`src/ctrlPkg.sv`:
```
package ctrlPkg;

	// instruction field positions
	localparam int classMsb = 27;
	localparam int classLsb = 25;
	localparam int linkBit = 20;

	localparam int wordBits = 32;

	// control field widths
	localparam int aluOpBits = 5;
	localparam int shiftSelBits = 6;
	localparam int shiftTypeBits = 3;
	localparam int mux2Bits = 2;
	localparam int mux3Bits = 3;

	// six load/strobe bits, md/mh/mi and e are single bits
	localparam int ctrlWordBits = 6
		+ 4 * mux2Bits
		+ mux3Bits
		+ 3
		+ 1
		+ shiftTypeBits
		+ shiftSelBits
		+ aluOpBits;

	typedef logic [wordBits-1:0] wordT;
	typedef logic [aluOpBits-1:0] aluOpT;
	typedef logic [shiftSelBits-1:0] shiftSelT;
	typedef logic [shiftTypeBits-1:0] shiftTypeT;
	typedef logic [mux2Bits-1:0] muxSel2T;
	typedef logic [mux3Bits-1:0] muxSel3T;

	// one code per clock state of the multicycle sequence
	typedef enum logic [3:0]
	{
		IDLE = 4'd0,
		FETCH_ADDR = 4'd1,
		FETCH_INC = 4'd2,
		FETCH_READ = 4'd3,
		CHECK_COND = 4'd4,
		DP_SHIFT = 4'd5,
		DP_WRITE_FLAGS = 4'd6,
		DP_IMM = 4'd7,
		BR_ADDR = 4'd8,
		BR_TARGET = 4'd9,
		BR_LINK = 4'd10
	} stateT;

	// class field, ir[27:25]
	typedef enum logic [2:0]
	{
		DATA_SHIFT = 3'b000,
		DATA_IMM = 3'b001,
		LS_IMM = 3'b010,
		LS_REG = 3'b011,
		BRANCH = 3'b101
	} instrClassT;

endpackage
```
`src/ctrlWordIf.sv`:
```
`timescale 1ns/1ns

interface ctrlWordIf (input logic CLK);
	import ctrlPkg::*;

	// register and memory strobes
	logic rfLd;
	logic irLd;
	logic marLd;
	logic rw;
	logic mov;
	logic frLd;

	// datapath selects
	muxSel2T ma;
	muxSel2T mb;
	muxSel2T mf;
	muxSel2T mj;
	muxSel3T mc;
	logic md;
	logic mh;
	logic mi;

	// shifter and ALU
	logic e;
	shiftTypeT t;
	shiftSelT s;
	aluOpT op;

	// clock is only sampled by checks on the encoder side
	modport encoder
	(
		input CLK,
		output rfLd, irLd, marLd, rw, mov, frLd,
		output ma, mb, mf, mj, mc, md, mh, mi,
		output e, t, s, op
	);

	modport datapath
	(
		input rfLd, irLd, marLd, rw, mov, frLd,
		input ma, mb, mf, mj, mc, md, mh, mi,
		input e, t, s, op
	);

endinterface

```
`src/controlUnit.sv`:
```
`timescale 1ns/1ns

module controlUnit
(
	input logic CLK,
	input logic CLR,
	input ctrlPkg::wordT ir,
	input logic cond,
	input logic moc,
	output logic rfLd,
	output logic irLd,
	output logic marLd,
	output logic rw,
	output logic mov,
	output logic frLd,
	output ctrlPkg::muxSel2T ma,
	output ctrlPkg::muxSel2T mb,
	output ctrlPkg::muxSel2T mf,
	output ctrlPkg::muxSel2T mj,
	output ctrlPkg::muxSel3T mc,
	output logic md,
	output logic mh,
	output logic mi,
	output logic e,
	output ctrlPkg::shiftTypeT t,
	output ctrlPkg::shiftSelT s,
	output ctrlPkg::aluOpT op
);
	import ctrlPkg::*;

	stateT entryState;
	stateT state;

	ctrlWordIf ctrlBus (.CLK(CLK));

	instrDecoder decoder_i
	(
		.ir(ir),
		.entryState(entryState)
	);

	controlSequencer sequencer_i
	(
		.CLK(CLK),
		.CLR(CLR),
		.cond(cond),
		.moc(moc),
		.entryState(entryState),
		.state(state)
	);

	controlWordEncoder encoder_i
	(
		.state(state),
		.ctrl(ctrlBus.encoder)
	);

	// datapath side of the control word
	assign rfLd = ctrlBus.rfLd;
	assign irLd = ctrlBus.irLd;
	assign marLd = ctrlBus.marLd;
	assign rw = ctrlBus.rw;
	assign mov = ctrlBus.mov;
	assign frLd = ctrlBus.frLd;
	assign ma = ctrlBus.ma;
	assign mb = ctrlBus.mb;
	assign mf = ctrlBus.mf;
	assign mj = ctrlBus.mj;
	assign mc = ctrlBus.mc;
	assign md = ctrlBus.md;
	assign mh = ctrlBus.mh;
	assign mi = ctrlBus.mi;
	assign e = ctrlBus.e;
	assign t = ctrlBus.t;
	assign s = ctrlBus.s;
	assign op = ctrlBus.op;

endmodule

```
`src/controlWordEncoder.sv`:
```
`timescale 1ns/1ns

module controlWordEncoder
(
	input ctrlPkg::stateT state,
	ctrlWordIf.encoder ctrl
);
	import ctrlPkg::*;

	always_comb
	begin
		ctrl.rfLd = 1'b0;
		ctrl.irLd = 1'b0;
		ctrl.marLd = 1'b0;
		ctrl.rw = 1'b0;
		ctrl.mov = 1'b0;
		ctrl.frLd = 1'b0;
		ctrl.ma = '0;
		ctrl.mb = '0;
		ctrl.mf = '0;
		ctrl.mj = '0;
		ctrl.mc = '0;
		ctrl.md = 1'b0;
		ctrl.mh = 1'b0;
		ctrl.mi = 1'b0;
		ctrl.e = 1'b0;
		ctrl.t = '0;
		ctrl.s = '0;
		ctrl.op = '0;
		case (state)
			// PC to MAR
			FETCH_ADDR:
			begin
				ctrl.marLd = 1'b1;
				ctrl.ma = muxSel2T'(2);
				ctrl.md = 1'b1;
				ctrl.op = aluOpT'(16);
			end
			// PC + 4 while memory read starts
			FETCH_INC:
			begin
				ctrl.rfLd = 1'b1;
				ctrl.rw = 1'b1;
				ctrl.mov = 1'b1;
				ctrl.ma = muxSel2T'(2);
				ctrl.mc = muxSel3T'(1);
				ctrl.md = 1'b1;
				ctrl.op = aluOpT'(17);
			end
			FETCH_READ:
			begin
				ctrl.irLd = 1'b1;
				ctrl.rw = 1'b1;
				ctrl.mov = 1'b1;
			end
			DP_SHIFT:
			begin
				ctrl.rfLd = 1'b1;
				ctrl.mb = muxSel2T'(1);
				ctrl.mc = muxSel3T'(4);
				ctrl.md = 1'b1;
				ctrl.t = shiftTypeT'(1);
				ctrl.e = 1'b1;
				ctrl.op = aluOpT'(19);
			end
			DP_WRITE_FLAGS:
			begin
				ctrl.rfLd = 1'b1;
				ctrl.frLd = 1'b1;
				ctrl.mj = muxSel2T'(1);
			end
			DP_IMM:
			begin
				ctrl.rfLd = 1'b1;
				ctrl.frLd = 1'b1;
				ctrl.mb = muxSel2T'(1);
				ctrl.mh = 1'b1;
				ctrl.mi = 1'b1;
			end
			// offset through the shifter
			BR_ADDR:
			begin
				ctrl.rfLd = 1'b1;
				ctrl.frLd = 1'b1;
				ctrl.mb = muxSel2T'(1);
				ctrl.mc = muxSel3T'(4);
				ctrl.md = 1'b1;
				ctrl.mf = muxSel2T'(3);
				ctrl.mj = muxSel2T'(3);
				ctrl.e = 1'b1;
				ctrl.t = shiftTypeT'(4);
				ctrl.op = aluOpT'(19);
			end
			BR_TARGET:
			begin
				ctrl.rfLd = 1'b1;
				ctrl.ma = muxSel2T'(2);
				ctrl.mc = muxSel3T'(3);
				ctrl.md = 1'b1;
				ctrl.mj = muxSel2T'(1);
				ctrl.s = shiftSelT'(4);
				ctrl.op = aluOpT'(4);
			end
			// return address into the link register
			BR_LINK:
			begin
				ctrl.rfLd = 1'b1;
				ctrl.ma = muxSel2T'(3);
				ctrl.mc = muxSel3T'(4);
				ctrl.md = 1'b1;
				ctrl.mj = muxSel2T'(1);
				ctrl.s = shiftSelT'(4);
				ctrl.op = aluOpT'(4);
			end
			default:
			begin
				// IDLE and CHECK_COND drive nothing
			end
		endcase
	end

	// memory cycle needs mov along with rw
	rwNeedsMov: assert property (@(posedge ctrl.CLK) ctrl.rw |-> ctrl.mov)
		else $error("rw without mov");

	// ir and register file share the memory data path
	irRfExclusive: assert property (@(posedge ctrl.CLK) !(ctrl.irLd && ctrl.rfLd))
		else $error("irLd and rfLd high together");

endmodule

```
`src/controlSequencer.sv`:
```
`timescale 1ns/1ns

module controlSequencer
(
	input logic CLK,
	input logic CLR,
	input logic cond,
	input logic moc,
	input ctrlPkg::stateT entryState,
	output ctrlPkg::stateT state
);
	import ctrlPkg::*;

	stateT nextState;

	always_ff @(posedge CLK or negedge CLR)
	begin
		if (!CLR)
		begin
			state <= IDLE;
		end
		else
		begin
			state <= nextState;
		end
	end

	always_comb
	begin
		case (state)
			IDLE:
			begin
				nextState = FETCH_ADDR;
			end
			FETCH_ADDR:
			begin
				nextState = FETCH_INC;
			end
			FETCH_INC:
			begin
				nextState = FETCH_READ;
			end
			// hold the read until memory is done
			FETCH_READ:
			begin
				if (moc)
				begin
					nextState = CHECK_COND;
				end
				else
				begin
					nextState = FETCH_READ;
				end
			end
			// failed condition skips execution
			CHECK_COND:
			begin
				if (cond)
				begin
					nextState = entryState;
				end
				else
				begin
					nextState = FETCH_ADDR;
				end
			end
			DP_SHIFT:
			begin
				nextState = DP_WRITE_FLAGS;
			end
			BR_LINK:
			begin
				nextState = BR_ADDR;
			end
			BR_ADDR:
			begin
				nextState = BR_TARGET;
			end
			// DP_WRITE_FLAGS, DP_IMM and BR_TARGET all end the instruction
			default:
			begin
				nextState = FETCH_ADDR;
			end
		endcase
	end

	stateLegal: assert property (@(posedge CLK) disable iff (!CLR)
		state inside {IDLE, FETCH_ADDR, FETCH_INC, FETCH_READ, CHECK_COND, DP_SHIFT,
			DP_WRITE_FLAGS, DP_IMM, BR_ADDR, BR_TARGET, BR_LINK})
		else $error("state register holds an undeclared code");

	readWaits: assert property (@(posedge CLK) disable iff (!CLR)
		(state == FETCH_READ && !moc) |=> (state == FETCH_READ))
		else $error("left FETCH_READ before moc");

	condSkips: assert property (@(posedge CLK) disable iff (!CLR)
		(state == CHECK_COND && !cond) |=> (state == FETCH_ADDR))
		else $error("executed with cond low");

endmodule

```
`src/instrDecoder.sv`:
```
`timescale 1ns/1ns

module instrDecoder
(
	input ctrlPkg::wordT ir,
	output ctrlPkg::stateT entryState
);
	import ctrlPkg::*;

	instrClassT iClass;
	logic link;

	// codes 100, 110 and 111 fall outside the enum and hit the default arm
	assign iClass = instrClassT'(ir[classMsb:classLsb]);

	// bit 20 only means link for branches
	assign link = (iClass == BRANCH) && ir[linkBit];

	always_comb
	begin
		case (iClass)
			DATA_SHIFT:
			begin
				entryState = DP_SHIFT;
			end
			DATA_IMM:
			begin
				entryState = DP_IMM;
			end
			BRANCH:
			begin
				if (link)
				begin
					entryState = BR_LINK;
				end
				else
				begin
					entryState = BR_ADDR;
				end
			end
			// load/store not implemented, go fetch the next one
			LS_IMM, LS_REG:
			begin
				entryState = FETCH_ADDR;
			end
			default:
			begin
				entryState = FETCH_ADDR;
			end
		endcase
	end

endmodule

```
`config.mk`:
```
export PLATFORM = sky130hd
export DESIGN_NAME = controlUnit
export DESIGN_NICKNAME = d
export VERILOG_FILES = /design/src/ctrlPkg.sv /design/src/ctrlWordIf.sv /design/src/controlUnit.sv /design/src/controlWordEncoder.sv /design/src/controlSequencer.sv /design/src/instrDecoder.sv
export SDC_FILE = /design/constraint.sdc
export NUM_CORES = 1
export LEC_CHECK = 0
export ABC_CLOCK_PERIOD_IN_PS = 1300
export CAP_MARGIN = 5
export CORE_AREA = 2 2 39 41
export CTS_CLUSTER_DIAMETER = 120
export CTS_CLUSTER_SIZE = 24
export DETAILED_ROUTE_END_ITERATION = 10
export DIE_AREA = 0 0 41 43
export DONT_BUFFER_PORTS = 1
export GPL_TIMING_DRIVEN = 0
export MAX_ROUTING_LAYER = met4
export PLACE_DENSITY = 0.69
export SLEW_MARGIN = 30
export SYNTH_ARGS = -nofsm -noshare
export SYNTH_HDL_FRONTEND = slang
export SYNTH_SLANG_ARGS = --single-unit
```
`constraint.sdc`:
```
create_clock -name CLK -period 1.3 [get_ports CLK]
set_input_delay 0.195 -clock CLK [delete_from_list [all_inputs] [get_ports CLK]]
set_output_delay 0.195 -clock CLK [all_outputs]
set_load 0.005 [all_outputs]
```
==> flow_metrics.py <==
metrics = {
    "run_status": {
        "status": "finished, violations left",
        "violations": "negative setup slack",
    },
    "grt": {
        "grt_max_degree": 11,
        "first_global_vias": 553,
        "grt-ovfl-total": 0,
        "grt_pass1_wl_um": 2420,
        "grt_use_total_pct": 20.8,
        "antenna_found_initial": 0,
    },
    "sta": {
        "timing.hold.ws_ns": 0.0899,
        "rsz0062_at_grt": "true",
        "drv_slew": 0,
        "hold_viol_final": 0,
        "worst_slack_ns": -0.316,
        "skew_ns": 0.00481,
        "fmax_ghz": 0.619,
        "setup_viol": 27,
        "period_minus_slack_ns": 1.62,
        "finalCritPeriodShare_pct": 124,
    },
    "place": {
        "dp_slack_ns": -0.121,
        "gp_congestion": 0.777,
        "portBuffers": 0,
        "hpwl_um": 1040,
    },
    "drt": {
        "dr_wl_met3_um": 98,
        "firstDrtPassIters": 4,
        "vias": 670,
        "avgViaCountPerCell": 5.23,
        "wire_per_inst_um": 16.2,
        "ant_nets": 0,
        "dr.max_layer_used": "met3",
        "routed-wl-met2_um": 1170,
        "dr.first_iter.drc_count": 7,
        "wl_um": 2080,
        "met1_length_um": 812,
        "post-route-drc-count": 0,
    },
    "worst_setup_path": {
        "r2r_slack_ns": 0.01,
        "required_ns": 1.11,
        "path_class": "reg -> out",
        "critPathCaptureType": "primary output",
        "r2r-start": "sequencer_i.state[3]$_DFF_PN0_",
        "cp_top_family": "flip-flops",
        "worstPathArrival_ns": 1.42,
        "cp_num_buf_inv": 0,
        "cp_max_fo": 5,
        "ff2ff_path_depth": 4,
        "cp_cell_sequence": "or3b_4 > a21oi_4 > o21bai_4",
        "max_stage_delay_ns": 0.43,
        "slowest_stage": "dfrtp_1",
        "r2r-end": "sequencer_i.state[0]$_DFF_PN0_",
        "cp-start-kind": "flip-flop",
    },
    "floorplanning": {
        "num_rows": 14,
        "die_area_um2": 1760,
        "coreArea_um2": 1380,
        "die_y_um": 43,
        "start_util_pct": 45.0,
        "io_pins": 71,
        "die_x_um": 41,
    },
    "finish": {
        "final_common_cell": "buf_4",
        "n_antenna_cell": 0,
        "largest_register": "sequencer_i.state",
        "area_delta_synth_final_pct": 81.7,
        "layout_common_cells": "23 x buf_4, 13 x buf_6, 8 x conb_1",
        "fin_nets": 150,
        "largest_reg_flops": 4,
        "drive_gt1_share_pct": 70.5,
        "reg_top3": "sequencer_i.state: 4 flops",
    },
    "synthesis": {
        "ys_ff_latch": 4,
        "async_flop_share_pct": 100,
        "synth_warnings": 0,
        "yosys_most_used_dff": "dfrtp_1",
        "synthesis.area_um2": 623,
        "synth_edf_count": 0,
        "ys_types": 32,
        "ys_seq_area_share_pct": 16.1,
        "syn_area_per_cell_um2": 7.69,
        "synthCells": 81,
    },
    "pwr": {
        "p_leak_nw": 0.529,
        "vdd_drop_max_v": 0.00138,
        "p_per_area_nw_per_um2": 2300,
    },
    "clock_tree": {
        "root_buffer": "clkbuf_4",
        "clockBufferDepth": 2,
        "tritoncts": "done",
        "cts_num_sinks": 4,
        "clock_latency_ns": 0.23,
        "cts.clk_slew.worst_paths_ns": 0.04,
        "cts_buffers": 3,
        "cts_htree_levels": 1,
    },
    "min_path": {
        "hp-start": "ir[27]",
        "hold_path_end": "sequencer_i.state[2]$_DFF_PN0_",
        "hold_class": "in -> reg",
        "hold_depth": 1,
    },
    "run": {
        "drv_cap": 0,
    },
}
[how the worst max path moves through the flow]
stage / from / endpoint / cells after the start
global route: sequencer_i.state[3]$_DFF_PN0_ / op[0] / 3
finish: sequencer_i.state[3]$_DFF_PN0_ / op[0] / 3
detailed placement: sequencer_i.state[2]$_DFF_PN0_ / mb[0] / 4
floorplan: sequencer_i.state[2]$_DFF_PN0_ / mf[1] / 4
CTS: sequencer_i.state[0]$_DFF_PN0_ / op[0] / 3
global placement: sequencer_i.state[2]$_DFF_PN0_ / mj[1] / 4
[report_power, final]
group          internal (mW)  switching, mW
sequential             0.180         0.0760
combinational           1.12           1.08
clock                  0.103         0.0495
[worst register-to-register path: cells and delay by family, from the launching register on]
kind / cells / cell delay, ns
buffers and inverters: 1 / 0.15
flip-flops: 1 / 0.43
AND/OR/NAND/NOR: 3 / 0.59
[repair_timing]
action | 4_1_cts | 5_1_grt
gates cloned | 1 | 2
hold buffers | 1 | 0
endpoints found under the setup margin | 27 | 29
resized for setup | 40 | 26
hold endpoints to repair | 4 | 0
buffers inserted | 10 | 9
pin swaps | 7 | 7
[synthesized netlist by cell type, types with 2 or more instances]
cell / number / area share, %
nand2b_1: 8 / 8.0
buf_2: 2 / 1.6
dfrtp_1: 4 / 16
a21oi_1: 9 / 7.2
buf_4: 18 / 22
and2b_1: 2 / 2.4
a21o_1: 2 / 2.4
nor2b_1: 3 / 3.0
nor2_1: 8 / 4.8
o22ai_1: 3 / 3.0
[stage by stage]
| stage | power (mW) | instance area (um^2) | util, % | cells | TNS, ns |
|---|---|---|---|---|---|
| 2_1_floorplan | 1.11 | 649 | - | 88 | 0 |
| 3_3_place_gp | 1.25 | 669 | 48.4 | 104 | -0.386 |
| 3_5_place_dp | 1.27 | 669 | 48.4 | 104 | -0.595 |
| 4_1_cts | 2.09 | 956 | 69.1 | 119 | -4.27 |
| 5_1_grt | 2.76 | 1130 | 81.8 | 128 | -5.54 |
| 6_report | 2.61 | 1130 | 81.8 | 128 | -4.14 |
[layout make-up]
type                       count  area, um^2
fill                          78         251
inverter                       1        3.75
sequential                     4         103
timing repair buffer          21         178
tap                           16        20.0
clock buffer                   3        22.5
buffer                        20         191
multi-input combinational     63         614
[per-layer routing]
| layer | global-route usage (%) | up-vias |
|---|---|---|
| met5 | - | - |
| met3 | 6.81 | 0 |
| met4 | 5.33 | 0 |
| li1 | - | 323 |
| met1 | 23.8 | 325 |
| met2 | 33.4 | 22 |
[logic make-up after synthesis]
kind of cell / synth area share (%)
other cells: 0.602
mux: 1.81
compound gates: 22.1
flops: 16.1
simple gates: 35.5
buf+inv: 23.9
Power figures use the tool's default switching activity.
